## src/source/decode_pkg.sv

```systemverilog
// RV32 only with 4 threads and 4 warps; no F extension, the four op_args views share 36 bits
package decode_pkg;

    localparam int UUID_BITS   = 8;
    localparam int NW_BITS     = 2;
    localparam int NUM_THREADS = 4;
    localparam int PC_BITS     = 30;
    localparam int NR_BITS     = 5;
    localparam int IMM_BITS    = 32;
    localparam int OP_BITS     = 4;

    // Major opcodes
    localparam logic [6:0] OPC_I     = 7'b0010011;
    localparam logic [6:0] OPC_R     = 7'b0110011;
    localparam logic [6:0] OPC_LUI   = 7'b0110111;
    localparam logic [6:0] OPC_AUIPC = 7'b0010111;
    localparam logic [6:0] OPC_JAL   = 7'b1101111;
    localparam logic [6:0] OPC_JALR  = 7'b1100111;
    localparam logic [6:0] OPC_B     = 7'b1100011;
    localparam logic [6:0] OPC_L     = 7'b0000011;
    localparam logic [6:0] OPC_S     = 7'b0100011;
    localparam logic [6:0] OPC_FENCE = 7'b0001111;
    localparam logic [6:0] OPC_SYS   = 7'b1110011;
    localparam logic [6:0] OPC_EXT1  = 7'b0001011;

    localparam logic [6:0] F7_MUL = 7'b0000001;

    // Highest FPU CSR address
    localparam logic [11:0] CSR_FCSR = 12'h003;

    typedef enum logic [1:0] {
        EX_ALU = 2'd0,
        EX_LSU = 2'd1,
        EX_SFU = 2'd2
    } ex_type_e;

    typedef enum logic [1:0] {
        ARITH  = 2'd0,
        BRANCH = 2'd1,
        MULDIV = 2'd2
    } alu_xtype_e;

    localparam logic [OP_BITS-1:0] ALU_ADD   = 4'd0;
    localparam logic [OP_BITS-1:0] ALU_SUB   = 4'd1;
    localparam logic [OP_BITS-1:0] ALU_SLL   = 4'd2;
    localparam logic [OP_BITS-1:0] ALU_SLT   = 4'd3;
    localparam logic [OP_BITS-1:0] ALU_SLTU  = 4'd4;
    localparam logic [OP_BITS-1:0] ALU_XOR   = 4'd5;
    localparam logic [OP_BITS-1:0] ALU_SRL   = 4'd6;
    localparam logic [OP_BITS-1:0] ALU_SRA   = 4'd7;
    localparam logic [OP_BITS-1:0] ALU_OR    = 4'd8;
    localparam logic [OP_BITS-1:0] ALU_AND   = 4'd9;
    localparam logic [OP_BITS-1:0] ALU_LUI   = 4'd10;
    localparam logic [OP_BITS-1:0] ALU_AUIPC = 4'd11;

    localparam logic [OP_BITS-1:0] BR_EQ     = 4'd0;
    localparam logic [OP_BITS-1:0] BR_NE     = 4'd1;
    localparam logic [OP_BITS-1:0] BR_LT     = 4'd2;
    localparam logic [OP_BITS-1:0] BR_GE     = 4'd3;
    localparam logic [OP_BITS-1:0] BR_LTU    = 4'd4;
    localparam logic [OP_BITS-1:0] BR_GEU    = 4'd5;
    localparam logic [OP_BITS-1:0] BR_JAL    = 4'd6;
    localparam logic [OP_BITS-1:0] BR_JALR   = 4'd7;
    localparam logic [OP_BITS-1:0] BR_ECALL  = 4'd8;
    localparam logic [OP_BITS-1:0] BR_EBREAK = 4'd9;
    localparam logic [OP_BITS-1:0] BR_URET   = 4'd10;
    localparam logic [OP_BITS-1:0] BR_SRET   = 4'd11;
    localparam logic [OP_BITS-1:0] BR_MRET   = 4'd12;

    localparam logic [OP_BITS-1:0] LSU_FENCE = 4'd15;

    // CSR ops take 1 to 3 straight from funct3
    localparam logic [OP_BITS-1:0] SFU_TMC    = 4'd4;
    localparam logic [OP_BITS-1:0] SFU_WSPAWN = 4'd5;
    localparam logic [OP_BITS-1:0] SFU_SPLIT  = 4'd6;
    localparam logic [OP_BITS-1:0] SFU_JOIN   = 4'd7;
    localparam logic [OP_BITS-1:0] SFU_BAR    = 4'd8;
    localparam logic [OP_BITS-1:0] SFU_PRED   = 4'd9;

    typedef struct packed {
        alu_xtype_e          xtype;
        logic                use_pc;
        logic                use_imm;
        logic [IMM_BITS-1:0] imm;
    } alu_args_t;

    typedef struct packed {
        logic        is_store;
        logic [11:0] offset;
        logic [22:0] pad;
    } lsu_args_t;

    typedef struct packed {
        logic [11:0] addr;
        logic        use_imm;
        logic [4:0]  imm;
        logic [17:0] pad;
    } csr_args_t;

    typedef struct packed {
        logic        is_neg;
        logic [34:0] pad;
    } wctl_args_t;

    typedef union packed {
        alu_args_t  alu;
        lsu_args_t  lsu;
        csr_args_t  csr;
        wctl_args_t wctl;
    } op_args_u;

    typedef struct packed {
        logic [UUID_BITS-1:0]   uuid;
        logic [NW_BITS-1:0]     wid;
        logic [NUM_THREADS-1:0] tmask;
        logic [PC_BITS-1:0]     pc;
        logic [31:0]            instr;
    } fetch_data_t;

    typedef struct packed {
        ex_type_e           ex_type;
        logic [OP_BITS-1:0] op_type;
        op_args_u           op_args;
        logic               wb;
        logic [NR_BITS-1:0] rd;
        logic [NR_BITS-1:0] rs1;
        logic [NR_BITS-1:0] rs2;
    } dec_fields_t;

    typedef struct packed {
        logic [UUID_BITS-1:0]   uuid;
        logic [NW_BITS-1:0]     wid;
        logic [NUM_THREADS-1:0] tmask;
        logic [PC_BITS-1:0]     pc;
        dec_fields_t            fields;
    } decode_data_t;

    typedef struct packed {
        logic [IMM_BITS-1:0] i_imm;
        logic [IMM_BITS-1:0] s_imm;
        logic [IMM_BITS-1:0] b_imm;
        logic [IMM_BITS-1:0] u_imm;
        logic [IMM_BITS-1:0] j_imm;
    } imm_set_t;

endpackage

```

## src/source/imm_gen.sv

```systemverilog
// Purely combinational; i_imm holds only shamt for OP-IMM shifts and the other formats are sign-extended
`timescale 1ns/10ps

module imm_gen (
    input  logic [31:0]          instr,
    output decode_pkg::imm_set_t imms
);

    logic [6:0] opcode;
    logic [2:0] funct3;
    logic       is_shift;

    assign opcode = instr[6:0];
    assign funct3 = instr[14:12];

    // SLLI, SRLI and SRAI keep funct7 in the upper immediate bits
    assign is_shift = (opcode == decode_pkg::OPC_I) && (funct3[1:0] == 2'b01);

    assign imms.i_imm = is_shift ? {27'b0, instr[24:20]} : {{20{instr[31]}}, instr[31:20]};
    assign imms.s_imm = {{20{instr[31]}}, instr[31:25], instr[11:7]};
    assign imms.b_imm = {{19{instr[31]}}, instr[31], instr[7], instr[30:25], instr[11:8], 1'b0};
    assign imms.u_imm = {instr[31:12], 12'b0};
    assign imms.j_imm = {
        {11{instr[31]}}, instr[31], instr[19:12], instr[20], instr[30:21], 1'b0
    };

endmodule

```

## src/source/func_tables.sv

```systemverilog
// Combinational funct decode; invalid branch funct3 or system funct12 gives op code 0
`timescale 1ns/10ps

module func_tables (
    input  logic [31:0] instr,
    output logic [3:0]  alu_op,
    output logic [3:0]  br_op,
    output logic [3:0]  sys_op,
    output logic [3:0]  mul_op
);

    logic [2:0]  funct3;
    logic [11:0] funct12;
    logic        alt;

    assign funct3  = instr[14:12];
    assign funct12 = instr[31:20];
    // funct7 bit 5 picks SUB and SRA
    assign alt     = instr[30];

    always_comb begin
        case (funct3)
            3'h0:    alu_op = (instr[5] && alt) ? decode_pkg::ALU_SUB : decode_pkg::ALU_ADD;
            3'h1:    alu_op = decode_pkg::ALU_SLL;
            3'h2:    alu_op = decode_pkg::ALU_SLT;
            3'h3:    alu_op = decode_pkg::ALU_SLTU;
            3'h4:    alu_op = decode_pkg::ALU_XOR;
            3'h5:    alu_op = alt ? decode_pkg::ALU_SRA : decode_pkg::ALU_SRL;
            3'h6:    alu_op = decode_pkg::ALU_OR;
            default: alu_op = decode_pkg::ALU_AND;
        endcase
    end

    always_comb begin
        case (funct3)
            3'h0:    br_op = decode_pkg::BR_EQ;
            3'h1:    br_op = decode_pkg::BR_NE;
            3'h4:    br_op = decode_pkg::BR_LT;
            3'h5:    br_op = decode_pkg::BR_GE;
            3'h6:    br_op = decode_pkg::BR_LTU;
            3'h7:    br_op = decode_pkg::BR_GEU;
            default: br_op = '0;
        endcase
    end

    always_comb begin
        case (funct12)
            12'h000: sys_op = decode_pkg::BR_ECALL;
            12'h001: sys_op = decode_pkg::BR_EBREAK;
            12'h002: sys_op = decode_pkg::BR_URET;
            12'h102: sys_op = decode_pkg::BR_SRET;
            12'h302: sys_op = decode_pkg::BR_MRET;
            default: sys_op = '0;
        endcase
    end

    // MUL through REMU follow funct3 order
    assign mul_op = {1'b0, funct3};

endmodule

```

## src/source/instr_decoder.sv

```systemverilog
// Zero-latency RV32IM plus warp-control decode; unknown encodings give all-zero fields and no stall
`timescale 1ns/10ps

module instr_decoder (
    input  logic [31:0]             instr,
    output decode_pkg::dec_fields_t fields,
    output logic                    wstall
);

    decode_pkg::imm_set_t  imms;
    decode_pkg::op_args_u  args;
    logic [3:0]            alu_op;
    logic [3:0]            br_op;
    logic [3:0]            sys_op;
    logic [3:0]            mul_op;
    logic [6:0]            opcode;
    logic [2:0]            funct3;
    logic [4:0]            rd;
    logic [4:0]            rs1;
    logic [4:0]            rs2;
    logic                  use_rd;
    logic                  use_rs1;
    logic                  use_rs2;

    assign opcode = instr[6:0];
    assign funct3 = instr[14:12];
    assign rd     = instr[11:7];
    assign rs1    = instr[19:15];
    assign rs2    = instr[24:20];

    imm_gen imm_gen_i (
        .instr (instr),
        .imms  (imms)
    );

    func_tables func_tables_i (
        .instr  (instr),
        .alu_op (alu_op),
        .br_op  (br_op),
        .sys_op (sys_op),
        .mul_op (mul_op)
    );

    always_comb begin
        fields.ex_type = decode_pkg::EX_ALU;
        fields.op_type = '0;
        args           = '0;
        use_rd         = 1'b0;
        use_rs1        = 1'b0;
        use_rs2        = 1'b0;
        wstall         = 1'b0;

        case (opcode)
            decode_pkg::OPC_I: begin
                fields.op_type   = alu_op;
                args.alu.use_imm = 1'b1;
                args.alu.imm     = imms.i_imm;
                use_rd           = 1'b1;
                use_rs1          = 1'b1;
            end
            decode_pkg::OPC_R: begin
                if (instr[31:25] == decode_pkg::F7_MUL) begin
                    fields.op_type = mul_op;
                    args.alu.xtype = decode_pkg::MULDIV;
                end else begin
                    fields.op_type = alu_op;
                end
                use_rd  = 1'b1;
                use_rs1 = 1'b1;
                use_rs2 = 1'b1;
            end
            decode_pkg::OPC_LUI, decode_pkg::OPC_AUIPC: begin
                fields.op_type   = opcode[5] ? decode_pkg::ALU_LUI : decode_pkg::ALU_AUIPC;
                args.alu.use_pc  = ~opcode[5];
                args.alu.use_imm = 1'b1;
                args.alu.imm     = imms.u_imm;
                use_rd           = 1'b1;
            end
            decode_pkg::OPC_JAL: begin
                fields.op_type   = decode_pkg::BR_JAL;
                args.alu.xtype   = decode_pkg::BRANCH;
                args.alu.use_pc  = 1'b1;
                args.alu.use_imm = 1'b1;
                args.alu.imm     = imms.j_imm;
                use_rd           = 1'b1;
                wstall           = 1'b1;
            end
            decode_pkg::OPC_JALR: begin
                fields.op_type   = decode_pkg::BR_JALR;
                args.alu.xtype   = decode_pkg::BRANCH;
                args.alu.use_imm = 1'b1;
                args.alu.imm     = imms.i_imm;
                use_rd           = 1'b1;
                use_rs1          = 1'b1;
                wstall           = 1'b1;
            end
            decode_pkg::OPC_B: begin
                fields.op_type   = br_op;
                args.alu.xtype   = decode_pkg::BRANCH;
                args.alu.use_pc  = 1'b1;
                args.alu.use_imm = 1'b1;
                args.alu.imm     = imms.b_imm;
                use_rs1          = 1'b1;
                use_rs2          = 1'b1;
                wstall           = 1'b1;
            end
            decode_pkg::OPC_L, decode_pkg::OPC_S: begin
                fields.ex_type    = decode_pkg::EX_LSU;
                fields.op_type    = {opcode[5], funct3};
                args.lsu.is_store = opcode[5];
                args.lsu.offset   = opcode[5] ? imms.s_imm[11:0] : imms.i_imm[11:0];
                use_rd            = ~opcode[5];
                use_rs1           = 1'b1;
                use_rs2           = opcode[5];
            end
            decode_pkg::OPC_FENCE: begin
                fields.ex_type = decode_pkg::EX_LSU;
                fields.op_type = decode_pkg::LSU_FENCE;
            end
            decode_pkg::OPC_SYS: begin
                if (funct3[1:0] != 2'b00) begin
                    fields.ex_type   = decode_pkg::EX_SFU;
                    fields.op_type   = {2'b00, funct3[1:0]};
                    args.csr.addr    = instr[31:20];
                    args.csr.use_imm = funct3[2];
                    args.csr.imm     = funct3[2] ? rs1 : 5'd0;
                    use_rd           = 1'b1;
                    use_rs1          = ~funct3[2];
                    // Only FPU CSRs need the warp held
                    wstall           = (instr[31:20] <= decode_pkg::CSR_FCSR);
                end else begin
                    // ECALL, EBREAK and xRET redirect to pc + 4
                    fields.op_type   = sys_op;
                    args.alu.xtype   = decode_pkg::BRANCH;
                    args.alu.use_pc  = 1'b1;
                    args.alu.use_imm = 1'b1;
                    args.alu.imm     = 32'd4;
                    wstall           = 1'b1;
                end
            end
            decode_pkg::OPC_EXT1: begin
                if ((instr[31:25] == 7'h00) && (funct3 <= 3'h5)) begin
                    fields.ex_type = decode_pkg::EX_SFU;
                    use_rs1        = 1'b1;
                    wstall         = 1'b1;
                    case (funct3)
                        3'h0: fields.op_type = decode_pkg::SFU_TMC;
                        3'h1: begin
                            fields.op_type = decode_pkg::SFU_WSPAWN;
                            use_rs2        = 1'b1;
                        end
                        3'h2: begin
                            fields.op_type   = decode_pkg::SFU_SPLIT;
                            args.wctl.is_neg = rs2[0];
                            use_rd           = 1'b1;
                        end
                        3'h3: fields.op_type = decode_pkg::SFU_JOIN;
                        3'h4: begin
                            fields.op_type = decode_pkg::SFU_BAR;
                            use_rs2        = 1'b1;
                        end
                        default: begin
                            fields.op_type   = decode_pkg::SFU_PRED;
                            args.wctl.is_neg = rd[0];
                            use_rs2          = 1'b1;
                        end
                    endcase
                end
            end
            default: begin
            end
        endcase
    end

    assign fields.op_args = args;
    assign fields.rd      = use_rd ? rd : 5'd0;
    assign fields.rs1     = use_rs1 ? rs1 : 5'd0;
    assign fields.rs2     = use_rs2 ? rs2 : 5'd0;
    // x0 never takes a writeback
    assign fields.wb      = use_rd && (rd != 5'd0);

    // Every control transfer holds the warp
    assert property (@(instr) ((fields.ex_type == decode_pkg::EX_ALU) &&
        (fields.op_args.alu.xtype == decode_pkg::BRANCH)) |-> wstall);

endmodule

```

## src/source/decode_buffer.sv

```systemverilog
// One-entry pipe register, one cycle latency at full throughput; scheduler notice is unregistered
`timescale 1ns/10ps

module decode_buffer (
    input  logic                               clk,
    input  logic                               rst_n,
    input  logic                               in_valid,
    output logic                               in_ready,
    input  decode_pkg::fetch_data_t            in_data,
    input  decode_pkg::dec_fields_t            in_fields,
    input  logic                               in_wstall,
    output logic                               out_valid,
    input  logic                               out_ready,
    output decode_pkg::decode_data_t           out_data,
    output logic                               sched_valid,
    output logic [decode_pkg::NW_BITS-1:0]     sched_wid,
    output logic                               sched_wstall
);

    logic in_fire;

    assign in_ready = ~out_valid | out_ready;
    assign in_fire  = in_valid & in_ready;

    always_ff @(posedge clk or negedge rst_n) begin
        if (!rst_n) begin
            out_valid <= 1'b0;
        end else if (in_ready) begin
            out_valid <= in_valid;
        end
    end

    always_ff @(posedge clk) begin
        if (in_fire) begin
            out_data.uuid   <= in_data.uuid;
            out_data.wid    <= in_data.wid;
            out_data.tmask  <= in_data.tmask;
            out_data.pc     <= in_data.pc;
            out_data.fields <= in_fields;
        end
    end

    // Scheduler learns the stall decision in the accept cycle
    assign sched_valid  = in_fire;
    assign sched_wid    = in_data.wid;
    assign sched_wstall = in_wstall;

    assert property (@(posedge clk) disable iff (!rst_n)
        (out_valid && !out_ready) |=> (out_valid && $stable(out_data)));

endmodule

```

## src/source/decode_stage.sv

```systemverilog
// Decode stage top; decode_data lags fetch by one cycle, sched notice pulses with each fetch accept
`timescale 1ns/10ps

module decode_stage (
    input  logic                           clk,
    input  logic                           rst_n,
    input  logic                           fetch_valid,
    output logic                           fetch_ready,
    input  decode_pkg::fetch_data_t        fetch_data,
    output logic                           decode_valid,
    input  logic                           decode_ready,
    output decode_pkg::decode_data_t       decode_data,
    output logic                           sched_valid,
    output logic [decode_pkg::NW_BITS-1:0] sched_wid,
    output logic                           sched_wstall
);

    decode_pkg::dec_fields_t fields;
    logic                    wstall;

    instr_decoder instr_decoder_i (
        .instr  (fetch_data.instr),
        .fields (fields),
        .wstall (wstall)
    );

    decode_buffer decode_buffer_i (
        .clk          (clk),
        .rst_n        (rst_n),
        .in_valid     (fetch_valid),
        .in_ready     (fetch_ready),
        .in_data      (fetch_data),
        .in_fields    (fields),
        .in_wstall    (wstall),
        .out_valid    (decode_valid),
        .out_ready    (decode_ready),
        .out_data     (decode_data),
        .sched_valid  (sched_valid),
        .sched_wid    (sched_wid),
        .sched_wstall (sched_wstall)
    );

endmodule

```

## config.mk

```make
export PLATFORM = sky130hd
export DESIGN_NAME = decode_stage
export DESIGN_NICKNAME = d
export VERILOG_FILES = /design/src/source/decode_pkg.sv /design/src/source/imm_gen.sv /design/src/source/func_tables.sv /design/src/source/instr_decoder.sv /design/src/source/decode_buffer.sv /design/src/source/decode_stage.sv
export SDC_FILE = /design/constraint.sdc
export NUM_CORES = 1
export LEC_CHECK = 0
export ABC_CLOCK_PERIOD_IN_PS = 5700
export BUFFER_PORTS_ARGS = -buffer_cell sky130_fd_sc_hd__buf_4
export CAP_MARGIN = 40
export CORE_ASPECT_RATIO = 0.6
export CORE_MARGIN = 3
export CORE_UTILIZATION = 48
export DETAILED_ROUTE_END_ITERATION = 8
export PLACE_DENSITY = 0.8
export SLEW_MARGIN = 20
export SYNTH_ARGS = -nofsm -noshare
export SYNTH_HDL_FRONTEND = slang
export SYNTH_SLANG_ARGS = --single-unit
```

## constraint.sdc

```tcl
create_clock -name clk -period 5.7 [get_ports clk]
set_input_delay 1.14 -clock clk [delete_from_list [all_inputs] [get_ports clk]]
set_output_delay 1.14 -clock clk [all_outputs]
set_load 0.03 [all_outputs]
```

# Word-level counts from Yosys, hierarchy flattened

Index checks and enable logic that the tools add are counted.

Flip-flop bits (word level): 103
Logic and storage cells: 102

Order comparisons: 2
Multiplexer cells: 38
Reductions and logical operators: 20
Bitwise gates (word level): 5
Equal/unequal tests: 25

Operators by type and width:

| cell                                                             | count |
|---|---|
| one-hot mux 23 bit (5 select lines)                              | 1 |
| one-hot mux 10 bit (5 select lines)                              | 1 |
| one-hot mux 4 bit (10 select lines)                              | 1 |
| one-hot mux 4 bit (5 select lines)                               | 2 |
| 2-to-1 mux 32 bit                                                | 1 |
| == test 7 bit (second input constant)                            | 4 |
| one-hot mux 4 bit (7 select lines)                               | 1 |
| == test 7 x 6 -> 1 bit (second input constant)                   | 3 |
| 2-to-1 mux 18 bit                                                | 1 |
| one-hot mux 1 bit (4 select lines)                               | 4 |
| one-hot mux 3 bit (5 select lines)                               | 1 |
| == test 7 x 4 -> 1 bit (second input constant)                   | 2 |
| == test 7 x 5 -> 1 bit (second input constant)                   | 2 |
| == test 12 x 1 -> 1 bit (second input constant)                  | 1 |
| == test 12 x 10 -> 1 bit (second input constant)                 | 1 |
| == test 12 x 2 -> 1 bit (second input constant)                  | 1 |
| == test 12 x 9 -> 1 bit (second input constant)                  | 1 |
| == test 3 bit (second input constant)                            | 4 |
| less-or-equal comparator 12 x 2 -> 1 bit (second input constant) | 1 |
| logical NOT 12 bit                                               | 1 |
| 2-to-1 mux 1 bit                                                 | 12 |
| 2-to-1 mux 12 bit                                                | 1 |
| OR reduction 6 bit                                               | 2 |
| OR reduction 2 bit                                               | 5 |
| 24 further kinds                                                 | 36 |

# Longest topological paths before layout

Word-level depth: 5
Mapped depth: 7
Mapped depth without buffers: 5

# By module

Synthesis repeated with hierarchy kept, for this count alone.

Cell total of the unflattened synthesis: 619
Area, all modules: 6631.4 um2

By module, submodules not included:

| module        | times used | area an instance (um2) | cells an instance |
|---|---|---|---|
| decode_buffer | 1          | 3139.3                 | 109 |
| instr_decoder | 1          | 1993.2                 | 308 |
| imm_gen       | 1          | 1265.0                 | 172 |
| func_tables   | 1          | 234.0                  | 30 |

# Worst setup path after synthesis

No wires, ideal clock.

Path kind: input to output
From: input port decode_ready
To: output port sched_valid
Path buffers: 0
Data required time: 4560 ps
Cell stages on the path: 2
Arrival time: 4077 ps
Setup slack: 483 ps
Path through: nand2b_1 and2_1

Cells in the longest elaborated chain, start to end: 2

Ends and longest elaborated chain:

| what              | line                | text |
|---|---|---|
| from (decl)       | decode_stage.sv:11  | `input logic decode_ready,` |
| OR 1 bit          | decode_buffer.sv:22 | `assign in_ready = ~out_valid \| out_ready;` |
| bitwise AND 1 bit | decode_buffer.sv:23 | `assign in_fire = in_valid & in_ready;` |
| to (decl)         | decode_stage.sv:13  | `output logic sched_valid,` |

No other way between the ends.

# Worst setup path in the final report

From: input port fetch_data[1] in the netlist's numbering
To: output port sched_wstall

Cells in the longest elaborated chain, start to end: 3
Elaborated cells between the ends (all ways): 7
Those cells by class: 5 x eq/ne; 1 x mux; 1 x reduce/logical

Ends and longest elaborated chain:

| what                                   | line                | text |
|---|---|---|
| from (decl)                            | decode_stage.sv:9   | `input decode_pkg::fetch_data_t fetch_data,` |
| == test 7 bit                          | instr_decoder.sv:53 | `case (opcode)` |
| OR reduction 3 bit (no source line)    | n/a                 |  |
| one-hot mux 1 bit (3 select lines) (*) | instr_decoder.sv:53 |  |
| to (decl)                              | decode_stage.sv:15  | `output logic sched_wstall` |

Every way passes the cells marked *; elsewhere a longest branch is shown, timed or not.

==> key figures <==
GRT
  • Vias in the first global route: 3656
  • Pin count of the biggest net entering global routing: 53
  • Remaining Overflow, GRT: 0
  • Initial antenna violation count: 0
  • Total track usage: 0.252
  • First-pass GRT wire length: 20500 um

Setup path
  • CP required: about 4.6 ns
  • Critical Path End Type: output port
  • Crit Reg-Reg Startpoint: decode_buffer_i.out_valid
  • Startpoint type of the worst setup path: primary input
  • Depth of the most critical reg-to-reg path: 4
  • Crit Path Max Fanout: 14
  • R2r setup slk: 3.76 ns
  • R2r endpoint: decode_buffer_i.out_data[11]
  • Crit path DAT: 2.91 ns
  • Setup Crit Path Kind: primary input to output port

STA
  • Worst rel slew slack: 0.420
  • Fin crit share: 0.710
  • Final hold violations: 0
  • FMAX: 247 MHz
  • Setup violations, final: 0
  • Final Max Slew Viols: 0
  • RSZ-0062 raised after global routing: false
  • Tmin final: 4.05 ns
  • Slew of the pin with the lowest slew margin: ~0.86 ns
  • Worst Skew: 0.00615 ns
  • TNS Setup: 0 ns
  • Final worst setup slack: roughly 1.7 ns

Yosys
  • Register bit total from synthesis: 103
  • Netlist cell types: 57
  • Mapped Cells: 335
  • Post-synth ARST share: 0.00971
  • Register area share after synthesis: 0.680
  • Synth Cell Area: ~4500 um2
  • Post-synth EDFFs: roughly 100
  • Syn. warnings: 0
  • Syn nets: 415
  • Mean post-synth cell area: 13.6 um2
  • Post-synth top flop: edfxtp_1

Clocking
  • CTS tree: built
  • Worst-skew pair later-pin latency: roughly 0.34 ns
  • Max Root-Sink Buffers: 2
  • Cts hold-fix bufs: 0
  • TritonCTS buffer count: 9
  • Clock transition at path regs: around 0.070 ns
  • Root Driver: clkbuf_16
  • Htree depth: 3
  • CTS Sinks: 103
  • Post-CTS Setup Inserts: 0
  • CTS-repair resized insts: 0

Floorplanning
  • DIE HEIGHT: 81.3 um
  • Initial cell density of the core: 0.513
  • # rows: 26
  • Core Footprint: 8850 um2
  • Die ar.: 10700 um2
  • I/O pin count: 188
  • Horizontal die dimension: 132 um

Detailed routing
  • Initial drt markers: about 390
  • Total wire length: about 14000 um
  • Via count: 3757
  • Drt wl/cell: 21.2 um
  • Drt drc: 0
  • Post-DRT Antenna Nets: 0
  • DR vias/cell: 5.81
  • First drt pass iteration count: 6

Placement
  • Hpwl dp: slightly above 10000 um
  • # port buffers: around 190
  • Pre-CTS WS: 1.71 ns
  • Routability cong.: 0.914

Layout
  • Final #Nets: 596
  • Area delta synth->final: 39.9%
  • Share of post-route cells with drive strength above 1: 0.428
  • Most frequent cells in the layout: 190 x buf_4, 102 x edfxtp_1, 19 x nand2_1, 19 x nor2b_1, 17 x nor2_1
  • Most common cell after layout, fill and taps aside: buf_4
  • ANT cells: 0

Power and ir drop
  • Reg power frac: 0.507
  • Pwr Density: 275 nW/um2
  • Leak: 2.63 nW
  • Internal power: between 1 and 1.5 mW
  • Clock Power Share: 0.336
  • Max rail drop VDD: slightly above 0.0002 V
  • Overall Power: 1.75 mW
  • Psw: ~460 uW
  • Switching part of the total: 0.265
  • Combinational power share: 0.157

Flow run
  • Max-cap viol count: 0

Run status
  • Outcome: finished, final reports clean

Min path
  • Hold Path Class: primary input to async pin
-- per-layer routing --
metal  part of all wire  GRT usage
met5                  0          0
met4              0.013     0.0535
met1               0.42      0.350
met3               0.12     0.0965
met2               0.45      0.381
-- kinds of logic after synthesis --
logic type / Yosys count / share of synthesized area
AOI/OAI and AO/OA: 82 / 0.134
buffers and inverters: 31 / 0.0286
and+or+nand+nor: 114 / 0.145
DFF: 103 / 0.680
muxes: 5 / 0.0124
-- synth_stat cells, types with 2 or more instances --
| cell | number | area [um2] |
|---|---|---|
| a2111oi_0 | 2 | 17.5 |
| o21ai_1 | 2 | 10.0 |
| nor4_2 | 2 | 25.0 |
| a32oi_1 | 3 | 26.3 |
| nor4_1 | 4 | 25.0 |
| a21o_1 | 6 | 45.0 |
| a221o_1 | 6 | 60.1 |
| nand2b_1 | 8 | 50.1 |
| or4_1 | 3 | 22.5 |
| buf_4 | 2 | 15.0 |
| clkbuf_1 | 17 | 63.8 |
| nor2_1 | 17 | 63.8 |
| a211o_1 | 4 | 35.0 |
| nor2b_1 | 19 | 119 |
| nand2_1 | 19 | 71.3 |
| inv_1 | 7 | 26.3 |
| nand3_1 | 8 | 40.0 |
| a21oi_1 | 15 | 75.1 |
| o211ai_1 | 2 | 15.0 |
| a22o_1 | 5 | 43.8 |
| buf_2 | 5 | 25.0 |
| a31oi_1 | 4 | 25.0 |
| and3_1 | 2 | 12.5 |
| mux2_2 | 5 | 56.3 |
| or3_1 | 4 | 25.0 |
| o221ai_1 | 2 | 17.5 |
| nor4b_2 | 2 | 30.0 |
| o21ai_0 | 8 | 40.0 |
| and2_1 | 7 | 43.8 |
| nor3_1 | 6 | 30.0 |
| a211oi_1 | 3 | 22.5 |
| a22oi_1 | 4 | 30.0 |
| nand4_1 | 4 | 25.0 |
| edfxtp_1 | 102 | 3060 |
| a222oi_1 | 4 | 40.0 |
-- metrics by stage --
step	hold WS, ns	std cells	instance area [um2]	utilization
global route	0.544	647	6350	0.718
detailed placement	0.573	629	6060	0.684
floorplan	0.844	335	4540	-
global placement	0.559	627	6020	0.681
CTS	0.548	645	6340	0.717
finish	0.556	647	6350	0.718
-- power groups by stage --
| stage | logic [mW] | clock network [mW] | registers (mW) |
|---|---|---|---|
| floorplan | 0.0639 | 0 | 0.981 |
| global placement | 0.266 | 0 | 0.902 |
| detailed placement | 0.273 | 0 | 0.902 |
| CTS | 0.274 | 0.598 | 0.886 |
| global route | 0.288 | 0.628 | 0.889 |
| finish | 0.274 | 0.587 | 0.886 |
-- critical path, cell delays in order --
cell,delay [ns]
buf_4,0.09
nand2_1,0.29
or4_1,0.81
o21ai_0,0.34
buf_4,0.22
-- worst max-delay path by stage --
stage | endpoint | slack [ns] | startpoint | cells past startpoint
CTS | sched_wstall | 1.70 | fetch_data[1] | 5
global placement | sched_wstall | 1.64 | fetch_data[1] | 6
detailed placement | sched_wstall | 1.71 | fetch_data[1] | 5
floorplan | sched_valid | 0.48 | decode_ready | 2
global route | sched_wstall | 1.55 | fetch_data[1] | 5
finish | sched_wstall | 1.65 | fetch_data[1] | 5
-- sequential cells by signal (all words and copies together) (netlist names) --
register                   flops
decode_buffer_i.out_valid      1
decode_buffer_i.out_data     102
-- final cells by class --
type / instances / area [um2]
Timing Repair Buffer: 194 / 1470
Sequential cell: 103 / 3090
Inverter: 7 / 26.3
Clock inverter: 7 / 61.3
Multi-Input combinational cell: 201 / 1330
Fill cell: 660 / 2500
Clock buffer: 9 / 225
Tap cell: 126 / 158
No activity file was read; power rests on OpenSTA's default activity.
